### src/pipe_config.svh
`ifndef PIPE_CONFIG_SVH
`define PIPE_CONFIG_SVH

// datapath word and load address width
`define PIPE_XLEN   32

// rv32e sized register file
`define PIPE_NREGS  16
`define PIPE_RIDX_W 4   // log2 of PIPE_NREGS

`endif

### src/pipe_pkg.sv
`default_nettype none

`include "pipe_config.svh"

package pipe_pkg;

    typedef logic [`PIPE_XLEN-1:0]   word_t;
    typedef logic [`PIPE_RIDX_W-1:0] reg_idx_t;  // x0 reads as zero

    // operand source picked in decode
    typedef enum logic [1:0] {
        FWD_NONE = 2'b00,  // regfile or write-through
        FWD_EX   = 2'b01,  // alu output of EX
        FWD_MEM  = 2'b10   // alu result or load data in MEM
    } fwd_sel_t;

    typedef enum logic [2:0] {
        OP_ADD  = 3'd0,
        OP_SUB  = 3'd1,
        OP_AND  = 3'd2,
        OP_OR   = 3'd3,
        OP_XOR  = 3'd4,
        OP_SLL  = 3'd5,
        OP_LOAD = 3'd6   // rd <= mem[rs1 + imm/rs2]
    } alu_op_t;

    // four-phase bus master
    typedef enum logic [1:0] {
        LP_IDLE    = 2'd0,
        LP_REQ     = 2'd1,  // req high, waiting for ack
        LP_RELEASE = 2'd2   // req dropped, waiting for ack low
    } lp_state_t;

    typedef struct packed {
        alu_op_t  op;
        reg_idx_t rd;
        reg_idx_t rs1;
        reg_idx_t rs2;
        logic     use_imm;  // operand b from imm, rs2 unused
        word_t    imm;
    } uop_t;  // 48 bits

    typedef struct packed {
        alu_op_t  op;
        reg_idx_t rd;
        word_t    operand_a;
        word_t    operand_b;
    } ex_ctl_t;

    typedef struct packed {
        logic     is_load;
        reg_idx_t rd;
        word_t    result;  // alu value or load address
    } mem_ctl_t;

    typedef struct packed {
        reg_idx_t rd;
        word_t    value;
    } retire_t;

endpackage

`default_nettype wire

### src/hazard_unit.sv
`default_nettype none

module hazard_unit (
    input  wire                      clk,
    input  wire                      rst_n,
    input  wire                      id_valid,
    input  wire pipe_pkg::uop_t      id_uop,
    input  wire                      ex_valid,
    input  wire pipe_pkg::ex_ctl_t   ex_ctl,
    input  wire                      mem_valid,
    input  wire pipe_pkg::mem_ctl_t  mem_ctl,
    input  wire                      load_busy,
    output pipe_pkg::fwd_sel_t       forward_a,
    output pipe_pkg::fwd_sel_t       forward_b,
    output logic                     stall_id
);

    logic ex_live;      // EX writes a real register
    logic mem_live;
    logic ex_is_load;   // value not known before MEM
    logic mem_wait;     // load in MEM without data yet
    logic stall_a;
    logic stall_b;

    assign ex_live    = id_valid && ex_valid && (ex_ctl.rd != '0);
    assign mem_live   = id_valid && mem_valid && (mem_ctl.rd != '0);
    assign ex_is_load = (ex_ctl.op == pipe_pkg::OP_LOAD);
    assign mem_wait   = mem_ctl.is_load && load_busy;

    // one source operand, EX match wins over MEM
    function automatic logic resolve(
        input  pipe_pkg::reg_idx_t src,
        input  logic               used,
        output pipe_pkg::fwd_sel_t fwd
    );
        logic ex_hit;
        logic mem_hit;
        ex_hit  = used && ex_live && (ex_ctl.rd == src);
        mem_hit = used && mem_live && (mem_ctl.rd == src);
        fwd     = pipe_pkg::FWD_NONE;
        resolve = 1'b0;
        if (ex_hit) begin
            if (ex_is_load) begin
                resolve = 1'b1;  // load-use, one bubble
            end else begin
                fwd = pipe_pkg::FWD_EX;
            end
        end else if (mem_hit) begin
            if (mem_wait) begin
                resolve = 1'b1;  // hold until data captured
            end else begin
                fwd = pipe_pkg::FWD_MEM;
            end
        end
    endfunction

    always_comb begin
        stall_a  = resolve(id_uop.rs1, 1'b1, forward_a);            // rs1 always read
        stall_b  = resolve(id_uop.rs2, !id_uop.use_imm, forward_b);
        stall_id = stall_a || stall_b;
    end

    // no stall without a uop waiting in decode
    a_stall_needs_id: assert property (@(posedge clk) disable iff (!rst_n)
        !id_valid |-> !stall_id);

    // a load result never comes from the EX adder
    a_no_ex_fwd_load: assert property (@(posedge clk) disable iff (!rst_n)
        ex_valid && (ex_ctl.op == pipe_pkg::OP_LOAD) |-> forward_a != pipe_pkg::FWD_EX);

endmodule

`default_nettype wire

### src/pipe_control.sv
`default_nettype none

module pipe_control (
    input  wire                      clk,
    input  wire                      rst_n,
    input  wire                      in_valid,
    input  wire pipe_pkg::uop_t      in_uop,
    input  wire                      load_busy,
    input  wire pipe_pkg::ex_ctl_t   ex_ctl,
    input  wire pipe_pkg::mem_ctl_t  mem_ctl,
    output logic                     in_ready,
    output logic                     id_advance,
    output logic                     ex_valid,
    output logic                     mem_valid,
    output logic                     ex_advance,
    output logic                     mem_advance,
    output pipe_pkg::fwd_sel_t       forward_a,
    output pipe_pkg::fwd_sel_t       forward_b
);

    logic stall_id;
    logic run_q;     // low in reset, keeps in_ready down
    logic ex_free;   // EX empty or moving on this edge

    hazard_unit u_hazard (
        .clk       (clk),
        .rst_n     (rst_n),
        .id_valid  (in_valid),   // decode works straight off the input
        .id_uop    (in_uop),
        .ex_valid  (ex_valid),
        .ex_ctl    (ex_ctl),
        .mem_valid (mem_valid),
        .mem_ctl   (mem_ctl),
        .load_busy (load_busy),
        .forward_a (forward_a),
        .forward_b (forward_b),
        .stall_id  (stall_id)
    );

    // writeback never pushes back, only a busy load holds MEM
    assign mem_advance = mem_valid && !load_busy;
    assign ex_advance  = !mem_valid || mem_advance;
    assign ex_free     = !ex_valid || ex_advance;

    assign in_ready   = run_q && ex_free && !stall_id;
    assign id_advance = in_valid && in_ready;

    always_ff @(posedge clk or negedge rst_n) begin
        if (!rst_n) begin
            run_q     <= 1'b0;
            ex_valid  <= 1'b0;
            mem_valid <= 1'b0;
        end else begin
            run_q <= 1'b1;
            if (ex_free) begin
                ex_valid <= id_advance;  // bubble on stall
            end
            if (ex_advance) begin
                mem_valid <= ex_valid;
            end
        end
    end

    // a busy load may not be dropped from MEM
    a_load_holds_mem: assert property (@(posedge clk) disable iff (!rst_n)
        mem_valid && load_busy |=> mem_valid);

endmodule

`default_nettype wire

### src/operand_fetch.sv
`default_nettype none

`include "pipe_config.svh"

module operand_fetch (
    input  wire                      clk,
    input  wire                      rst_n,
    input  wire pipe_pkg::uop_t      in_uop,
    input  wire                      id_advance,
    input  wire pipe_pkg::fwd_sel_t  forward_a,
    input  wire pipe_pkg::fwd_sel_t  forward_b,
    input  wire pipe_pkg::word_t     ex_fwd_value,
    input  wire pipe_pkg::word_t     mem_fwd_value,
    input  wire                      wb_valid,
    input  wire pipe_pkg::retire_t   wb,
    output pipe_pkg::ex_ctl_t        ex_ctl
);

    pipe_pkg::word_t rf [`PIPE_NREGS];
    pipe_pkg::word_t opnd_a;
    pipe_pkg::word_t opnd_b;

    // x0 hardwired, same-cycle writeback passed through
    function automatic pipe_pkg::word_t rf_read(input pipe_pkg::reg_idx_t idx);
        if (idx == '0) begin
            rf_read = '0;
        end else if (wb_valid && (wb.rd == idx)) begin
            rf_read = wb.value;
        end else begin
            rf_read = rf[idx];
        end
    endfunction

    function automatic pipe_pkg::word_t fwd_mux(
        input pipe_pkg::fwd_sel_t sel,
        input pipe_pkg::word_t    rf_val
    );
        case (sel)
            pipe_pkg::FWD_EX:  fwd_mux = ex_fwd_value;
            pipe_pkg::FWD_MEM: fwd_mux = mem_fwd_value;
            default:           fwd_mux = rf_val;
        endcase
    endfunction

    always_comb begin
        opnd_a = fwd_mux(forward_a, rf_read(in_uop.rs1));
        opnd_b = in_uop.use_imm ? in_uop.imm : fwd_mux(forward_b, rf_read(in_uop.rs2));
    end

    always_ff @(posedge clk or negedge rst_n) begin
        if (!rst_n) begin
            for (int i = 0; i < `PIPE_NREGS; i++) begin
                rf[i] <= '0;
            end
        end else if (wb_valid && (wb.rd != '0)) begin
            rf[wb.rd] <= wb.value;  // x0 never written
        end
    end

    // ID/EX register
    always_ff @(posedge clk or negedge rst_n) begin
        if (!rst_n) begin
            ex_ctl <= '0;
        end else if (id_advance) begin
            ex_ctl.op        <= in_uop.op;
            ex_ctl.rd        <= in_uop.rd;
            ex_ctl.operand_a <= opnd_a;
            ex_ctl.operand_b <= opnd_b;
        end
    end

endmodule

`default_nettype wire

### src/exec_alu.sv
`default_nettype none

module exec_alu (
    input  wire                      clk,
    input  wire                      rst_n,
    input  wire pipe_pkg::ex_ctl_t   ex_ctl,
    input  wire                      ex_advance,
    output pipe_pkg::word_t          ex_fwd_value,
    output pipe_pkg::mem_ctl_t       mem_ctl
);

    pipe_pkg::word_t alu_out;

    always_comb begin
        case (ex_ctl.op)
            pipe_pkg::OP_ADD,
            pipe_pkg::OP_LOAD: alu_out = ex_ctl.operand_a + ex_ctl.operand_b;  // load addr
            pipe_pkg::OP_SUB:  alu_out = ex_ctl.operand_a - ex_ctl.operand_b;
            pipe_pkg::OP_AND:  alu_out = ex_ctl.operand_a & ex_ctl.operand_b;
            pipe_pkg::OP_OR:   alu_out = ex_ctl.operand_a | ex_ctl.operand_b;
            pipe_pkg::OP_XOR:  alu_out = ex_ctl.operand_a ^ ex_ctl.operand_b;
            pipe_pkg::OP_SLL:  alu_out = ex_ctl.operand_a << ex_ctl.operand_b[4:0];
            default:           alu_out = '0;
        endcase
    end

    // meaningless for loads, hazard unit never picks it then
    assign ex_fwd_value = alu_out;

    // EX/MEM register
    always_ff @(posedge clk or negedge rst_n) begin
        if (!rst_n) begin
            mem_ctl <= '0;
        end else if (ex_advance) begin
            mem_ctl.is_load <= (ex_ctl.op == pipe_pkg::OP_LOAD);
            mem_ctl.rd      <= ex_ctl.rd;
            mem_ctl.result  <= alu_out;
        end
    end

endmodule

`default_nettype wire

### src/load_port.sv
`default_nettype none

module load_port (
    input  wire                      clk,
    input  wire                      rst_n,
    input  wire pipe_pkg::mem_ctl_t  mem_ctl,
    input  wire                      mem_valid,
    input  wire                      mem_ack,
    input  wire pipe_pkg::word_t     mem_rdata,
    output logic                     mem_req,
    output pipe_pkg::word_t          mem_addr,
    output logic                     load_busy,
    output pipe_pkg::word_t          mem_fwd_value,
    output logic                     wb_valid,
    output pipe_pkg::retire_t        wb
);

    pipe_pkg::lp_state_t state;
    pipe_pkg::lp_state_t state_nx;
    logic                load_done;  // data captured last edge
    logic                retire;
    pipe_pkg::word_t     rdata_q;

    assign load_busy     = mem_valid && mem_ctl.is_load && !load_done;
    assign mem_req       = (state == pipe_pkg::LP_REQ);
    assign mem_fwd_value = mem_ctl.is_load ? rdata_q : mem_ctl.result;
    assign retire        = mem_valid && !load_busy;

    always_comb begin
        state_nx = state;
        case (state)
            pipe_pkg::LP_IDLE:    if (load_busy && !mem_ack) state_nx = pipe_pkg::LP_REQ;
            pipe_pkg::LP_REQ:     if (mem_ack) state_nx = pipe_pkg::LP_RELEASE;
            pipe_pkg::LP_RELEASE: if (!mem_ack) state_nx = pipe_pkg::LP_IDLE;  // phase 4
            default:              state_nx = pipe_pkg::LP_IDLE;
        endcase
    end

    always_ff @(posedge clk or negedge rst_n) begin
        if (!rst_n) begin
            state     <= pipe_pkg::LP_IDLE;
            load_done <= 1'b0;
            wb_valid  <= 1'b0;
        end else begin
            state     <= state_nx;
            load_done <= mem_req && mem_ack;  // one cycle pulse as MEM then leaves
            wb_valid  <= retire;
        end
    end

    always_ff @(posedge clk) begin
        if ((state == pipe_pkg::LP_IDLE) && (state_nx == pipe_pkg::LP_REQ)) begin
            mem_addr <= mem_ctl.result;  // held for whole req phase
        end
        if (mem_req && mem_ack) begin
            rdata_q <= mem_rdata;
        end
        if (retire) begin
            wb.rd    <= mem_ctl.rd;  // MEM/WB record
            wb.value <= mem_fwd_value;
        end
    end

    // req held with a steady address until ack
    a_req_stable: assert property (@(posedge clk) disable iff (!rst_n)
        mem_req && !mem_ack |=> mem_req && $stable(mem_addr));

endmodule

`default_nettype wire

### src/pipe_top.sv
`default_nettype none

module pipe_top (
    input  wire                      clk,
    input  wire                      rst_n,
    input  wire pipe_pkg::uop_t      in_uop,
    input  wire                      in_valid,
    output logic                     in_ready,
    output logic                     mem_req,
    output pipe_pkg::word_t          mem_addr,
    input  wire                      mem_ack,
    input  wire pipe_pkg::word_t     mem_rdata,
    output logic                     wb_valid,
    output pipe_pkg::retire_t        wb
);

    logic                id_advance;
    logic                ex_valid;
    logic                mem_valid;
    logic                ex_advance;
    logic                load_busy;
    pipe_pkg::fwd_sel_t  forward_a;
    pipe_pkg::fwd_sel_t  forward_b;
    pipe_pkg::ex_ctl_t   ex_ctl;
    pipe_pkg::mem_ctl_t  mem_ctl;
    pipe_pkg::word_t     ex_fwd_value;
    pipe_pkg::word_t     mem_fwd_value;

    pipe_control u_control (
        .clk         (clk),
        .rst_n       (rst_n),
        .in_valid    (in_valid),
        .in_uop      (in_uop),
        .load_busy   (load_busy),
        .ex_ctl      (ex_ctl),
        .mem_ctl     (mem_ctl),
        .in_ready    (in_ready),
        .id_advance  (id_advance),
        .ex_valid    (ex_valid),
        .mem_valid   (mem_valid),
        .ex_advance  (ex_advance),
        .mem_advance (),            // used inside control only
        .forward_a   (forward_a),
        .forward_b   (forward_b)
    );

    operand_fetch u_fetch (
        .clk           (clk),
        .rst_n         (rst_n),
        .in_uop        (in_uop),
        .id_advance    (id_advance),
        .forward_a     (forward_a),
        .forward_b     (forward_b),
        .ex_fwd_value  (ex_fwd_value),
        .mem_fwd_value (mem_fwd_value),
        .wb_valid      (wb_valid),   // regfile write port
        .wb            (wb),
        .ex_ctl        (ex_ctl)
    );

    exec_alu u_alu (
        .clk          (clk),
        .rst_n        (rst_n),
        .ex_ctl       (ex_ctl),
        .ex_advance   (ex_advance),
        .ex_fwd_value (ex_fwd_value),
        .mem_ctl      (mem_ctl)
    );

    load_port u_load (
        .clk           (clk),
        .rst_n         (rst_n),
        .mem_ctl       (mem_ctl),
        .mem_valid     (mem_valid),
        .mem_ack       (mem_ack),
        .mem_rdata     (mem_rdata),
        .mem_req       (mem_req),
        .mem_addr      (mem_addr),
        .load_busy     (load_busy),
        .mem_fwd_value (mem_fwd_value),
        .wb_valid      (wb_valid),
        .wb            (wb)
    );

endmodule

`default_nettype wire

### config.mk
export PLATFORM = sky130hd
export DESIGN_NAME = pipe_top
export DESIGN_NICKNAME = d
export VERILOG_FILES = /design/src/pipe_pkg.sv /design/src/hazard_unit.sv /design/src/pipe_control.sv /design/src/operand_fetch.sv /design/src/exec_alu.sv /design/src/load_port.sv /design/src/pipe_top.sv
export VERILOG_INCLUDE_DIRS = /design/src /design/src/src
export SDC_FILE = /design/constraint.sdc
export NUM_CORES = 2
export LEC_CHECK = 0
export BUFFER_PORTS_ARGS = -buffer_cell sky130_fd_sc_hd__buf_2
export CAP_MARGIN = 20
export CORE_MARGIN = 2
export CORE_UTILIZATION = 45
export DETAILED_ROUTE_END_ITERATION = 10
export GPL_TIMING_DRIVEN = 1
export SLEW_MARGIN = 20
export SYNTH_ARGS = -nofsm -noshare
export SYNTH_HDL_FRONTEND = slang
export SYNTH_SLANG_ARGS = --single-unit
### constraint.sdc
create_clock -name clk -period 10.35 [get_ports clk]
set_input_delay 0 -clock clk [delete_from_list [all_inputs] [get_ports clk]]
set_output_delay 0 -clock clk [all_outputs]
set_load 0.03 [all_outputs]
== After elaboration in Yosys (flattened, before gate mapping) ==
Cells that the tools add are included.

* Add/sub/neg operators: 2
* $mul: 0
* Divide/modulo/power cells: 0
* Magnitude comparators: 4
* Equal/unequal tests: 19
* Shift operators: 1
* Muxes and demuxes: 34
* Bitwise operators: 6
* Reductions and logical operators: 42

{| class="wikitable"
|+ Operator list
! kind !! number
|-
| $bwmux 512 || 1
|-
| $mux 32 || 11
|-
| $bmux 32 s4 || 2
|-
| $pmux 32 s6 || 1
|-
| $demux 32 s4 || 1
|-
| $pmux 32 s2 || 2
|-
| $add 32x32->32 || 1
|-
| $and 32x32->32 || 1
|-
| $or 32x32->32 || 1
|-
| $shl 32x5->32 || 1
|-
| $sub 32x32->32 || 1
|-
| $xor 32x32->32 || 1
|-
| $eq 4x4->1 || 6
|-
| $logic_and 1x1->1 || 24
|-
| $mux 2 || 8
|-
| $ge 5x5->1 const B || 3
|-
| $not 4->5 || 3
|-
| $reduce_bool 4->1 || 3
|-
| $eq 3x3->1 const B || 3
|-
| $eq 2x1->1 const B || 4
|-
| $logic_not 4->1 || 2
|-
| $logic_not 1->1 || 7
|-
| $mux 1 || 7
|-
| $eq 2x2->1 const B || 3
|-
| 8 further kinds || 11
|}

* Register bits: 727
* Latch bits: 0
* Bits in writable memories: 0
* Memory bits (read-only): 0
* Input port bits: 84
* Output and inout port bits: 71
* Logic and storage cells: 141
* Memories kept: 0

== Longest topological paths before layout ==
* Depth in word-level cells: 10
* Depth in mapped cells: 21
* Gate-level depth less buffers: 18

== Cells and area by module ==
A second synthesis with hierarchy kept.

* Cell total of the unflattened synthesis: 3388
* Area total of the unflattened synthesis: 42547.1 um^2

{| class="wikitable"
|+ By module, submodules not included
! module !! instances !! cells each !! area each (um^2) !! seq. area each (um^2)
|-
| operand_fetch || 1 || 2222 || 31158.6 || 14589.0
|-
| exec_alu || 1 || 965 || 7263.2 || 925.9
|-
| load_port || 1 || 151 || 3709.8 || 3103.0
|-
| hazard_unit || 1 || 38 || 281.5 || 0.0
|-
| pipe_control || 1 || 12 || 133.9 || 75.1
|}

== Least setup slack after synthesis ==
Ideal clock, no wire load.

* Kind: register to register
* From: register, netlist name u_alu.mem_ctl[36]
* To: register u_load.mem_addr[0] (enable)
* Library setup time: 0.502 ns
* Arrival: 4.251 ns
* Required time: 9.848 ns
* Setup slack: 5.598 ns
* Cell stages (with the launch flop): 6
* Buffers on the path: 3
* Period minus slack after synthesis: 4.752 ns
* Cell sequence: dfrtp_1 > clkbuf_1 > nand3_1 > clkbuf_1 > clkbuf_1 > nor4_1

* Longest elaborated chain between the ends: 7

{| class="wikitable"
|+ Ends and longest elaborated chain
! element !! line !! source
|-
| $logic_and 1x1->1 (2 in a row) || load_port.sv:24 || <nowiki>assign load_busy = mem_valid && mem_ctl.is_load && !load_done;</nowiki>
|-
| $logic_and 1x1->1 || load_port.sv:32 || <nowiki>pipe_pkg::LP_IDLE: if (load_busy && !mem_ack) state_nx = pipe_pkg::LP_REQ;</nowiki>
|-
| $mux 2 || load_port.sv:32 ||
|-
| $pmux 2 s3 || load_port.sv:31 || <nowiki>case (state)</nowiki>
|-
| $eq 2x1->1 || load_port.sv:52 || <nowiki>if ((state == pipe_pkg::LP_IDLE) && (state_nx == pipe_pkg::LP_REQ)) begin</nowiki>
|-
| $logic_and 1x1->1 || load_port.sv:52 ||
|-
| end signal, assigned || load_port.sv:53 || <nowiki>mem_addr <= mem_ctl.result;</nowiki>
|-
| end, declared || load_port.sv:11 || <nowiki>output pipe_pkg::word_t mem_addr,</nowiki>
|}

No other way between the ends.
A chain may end at the register's enable or synchronous reset.

== Final worst setup path ==
* From: register, netlist name u_fetch.ex_ctl[3]
* To: register, netlist name u_fetch.ex_ctl[21]

* Longest elaborated chain between the ends: 4
* Elaborated cells on any way between the ends: 6
* Classes of those cells: 2 x add/sub; 1 x shift; 3 x mux

{| class="wikitable"
|+ Ends and longest elaborated chain
! element !! line !! source
|-
| $sub 32x32->32, or another cell as far along || exec_alu.sv:18 || <nowiki>pipe_pkg::OP_SUB: alu_out = ex_ctl.operand_a - ex_ctl.operand_b;</nowiki>
|-
| $pmux 32 s6 * || exec_alu.sv:15 || <nowiki>case (ex_ctl.op)</nowiki>
|-
| $pmux 32 s2 * || operand_fetch.sv:38 || <nowiki>case (sel)</nowiki>
|-
| $mux 32 * || operand_fetch.sv:47 || <nowiki>opnd_b = in_uop.use_imm ? in_uop.imm : fwd_mux(forward_b, rf_read(in_uop.rs2));</nowiki>
|}

Mark *: on every way between the ends. The rest lies on a longest branch, timed or not.

==> impl_metrics.ini <==
[run_status]
status = completed

[power_and_ir_drop]
p_switching_w = 0.00431
p_total_w = 0.0119
pwr-share-comb_pct = 34.4
p_per_area_mw_per_mm2 = 249
clockPowerShare_pct = 26.1
leakagePower_nw = 20.4
power_frac_seq_pct = 39.4
internal_power_w = 0.00763
sw_frac_of_total_pct = 36.1
irDropWorstVdd_mv = 0.124

[routing]
met1_length_um = 62200
wl_met2_um = 75000
wl_um = 154000
initialDrtViolationCount = 2871
avgRoutedWirePerCell_um = 32.4
routed.top_layer = met4
drc = 0
vias = 31000
drtAntennaViolNets = 0
vias_per_cell = 6.50
wl_met3_um = 11300
drt_first_pass_iters = 5

[setup_path]
regToRegSetupSlack_ns = 4.51
r2r-end = u_fetch.ex_ctl[21]
cp.arrival_ns = 6.39
crit_type = reg2reg
reg2reg_depth = 16
worstPathMaxFanout = 19
cp-start-kind = flip-flop
endpoint_kind = flip-flop
worst-endpoint-required_ns = 10.90
timing.rr.start = u_fetch.ex_ctl[3]

[placed_design]
dpl-instance-area_mm2 = 0.0441
gp_congestion = 0.997
io_buffer_count = 154
hpwl_um = 102000
dp.cells = 4515

[cts]
clk_pin_slew_ns = 0.06
htreeDepth = 3
cts-root-buf = clkbuf_16
post_cts_buffers = 0
clk-insertion-delay-late_ns = 0.68
cts_buffer_depth = 3
cts_tree = done
cts.hold.buffers_added = 93
cts-resized-gates = 0
numCtsBuffers = 84
clock_sinks = 727

[floorplanning]
ios = 155
die-height_um = 311
row_count = 112
die-area_mm2 = 0.0967
start_util_pct = 45.4
die_w_um = 311
core_area_mm2 = 0.0933

[cells_and_area]
final_common_cell = dfrtp_1
syn_to_final_growth_pct = 12.9
final_layout_size_suffix_gt1_share_pct = 34.9
fin_area_mm2 = 0.0479
stdcell_count = 4767
final_net_count = 3622
final_cell_mix = dfrtp_1, mux2_2, mux4_2, nand2_1, buf_2
fillers = 8040
utilization_pct = 51.3

[grt]
grt_max_degree = 119
grt_pass1_wl_um = 226000
grt_pass1_vias = 32400
grt_util_all_layers_pct = 31.7
grt-ovfl-total = 0
antenna_found_initial = 4

[job]
drv_cap = 0

[synth]
ys_async_sr_fraction_pct = 86.2
synth_top_flop_cell = dfrtp_1
synth_cells = 3353
ys_seq_elements = 727
ys_warn_count = 0
ys_types = 80
syn-num-nets = 3535
avgSynthCellArea_um2 = 12.7
syn_area_mm2 = 0.0424
seq_area_frac_synth_pct = 44.1
synth-edff-count = 100

[timing]
slew_viol_final = 0
period_share_pct = 56.4
slew_headroom_pct = 31.4
clock_skew_ns = 0.0318
tns_ns = 0
min_period_ns = 5.84
setup_viol = 0
hold_viol = 0
fmax_ghz = 0.171
rsz0062_at_grt = no
worst_pin_slew_ns = 1.03

[min_path]
hold_class = in2reg
hold_path.startpoint = mem_rdata[2]
hold_depth = 2
whs_endpoint = u_load.rdata_q[2]
[layout make-up]
class                      count  area, um2  area share [%]
antenna                        2       5.00          0.0104
sequential                   727      18700            39.0
tap                         1254       1570            3.28
timing repair buffer         323       2310            4.82
clock inverter                39        480            1.00
clock buffer                 118       2390            4.99
multi-input combinational   2214      22100            46.2
inverter                      90        338           0.705
[critical path: stages, from the launching register on]
cell and delay (ns):
dfrtp_1 0.65, inv_2 0.47, nand4_1 0.37, nor3_1 0.34, and2_1 0.32, a31oi_1 0.14, xnor2_1 0.17, ha_1 0.48
nand4_1 0.17, nor2_1 0.32, o211ai_2 0.28, a21o_1 0.25, a311oi_1 0.45, nor2_1 0.09, a2111oi_0 0.47, o22ai_1 0.15
dlygate4sd3_1 0.58
[state kept, by name, summed over array words and instances, names as in the netlist]
name	cells
u_load.state	2
u_load.wb_valid	1
u_fetch.ex_ctl	71
u_load.load_done	1
u_load.wb	36
u_control.ex_valid	1
u_fetch.rf	512
u_control.mem_valid	1
u_alu.mem_ctl	37
u_load.mem_addr	32
u_load.rdata_q	32
u_control.run_q	1
[metrics by stage]
stage / hold WS, ns / setup WS (ns)
final: 0.0306 / 4.51
after global routing: 0.0224 / 4.12
after CTS: 0.00664 / 4.55
after detailed placement: 0.153 / 5.04
after global placement: 0.125 / 5.05
after floorplan: -0.296 / 5.60
[how the worst max path moves through the flow]
stage	endpoint	start	cells after the start	slack (ns)
after floorplan	u_load.mem_addr[0]	u_alu.mem_ctl[36]	5	5.60
after global placement	u_fetch.ex_ctl[29]	u_fetch.ex_ctl[3]	15	5.05
after detailed placement	u_fetch.ex_ctl[29]	u_fetch.ex_ctl[3]	15	5.04
after CTS	u_fetch.ex_ctl[21]	u_fetch.ex_ctl[3]	16	4.55
after global routing	u_fetch.ex_ctl[21]	u_fetch.ex_ctl[3]	16	4.12
final	u_fetch.ex_ctl[21]	u_fetch.ex_ctl[3]	16	4.51
[cells in the mapped netlist, types with 45 or more instances]
master | count | area [um2]
clkbuf_1 | 190 | 713
a22oi_1 | 58 | 435
mux4_2 | 250 | 5630
mux2i_1 | 145 | 1450
ha_1 | 97 | 1210
o221ai_1 | 45 | 394
nor2_1 | 101 | 379
dfrtp_1 | 627 | 15700
nand2_1 | 166 | 623
inv_1 | 86 | 323
mux2_2 | 551 | 6200
a21oi_1 | 123 | 616
o22ai_1 | 60 | 375
edfxtp_1 | 100 | 3000
o21ai_0 | 96 | 480
xnor2_1 | 50 | 438
buf_2 | 63 | 315
[metal layers]
metal  GRT usage, %  vias to the layer above
met5              0                        -
met4           12.5                        0
met3           6.52                      278
met2           52.3                     1239
met1           41.1                    16500
li1               -                    13000
[power groups by stage]
stage | registers, W | clock network (W) | logic (W)
after floorplan | 0.00437 | 0 | 0.00289
after CTS | 0.00468 | 0.00317 | 0.00408
after global placement | 0.00460 | 0 | 0.00396
final | 0.00471 | 0.00312 | 0.00411
after detailed placement | 0.00473 | 0 | 0.00402
after global routing | 0.00482 | 0.00329 | 0.00439
[cells by family after synthesis]
logic type	share of synthesized area, %
other cells	0.00884
fa+ha+maj	2.91
xor+xnor	1.47
mux	32.4
buf+inv	4.22
simple gates	4.27
compound gates	10.7
flops	44.1
(Power assumes the default switching activity.)
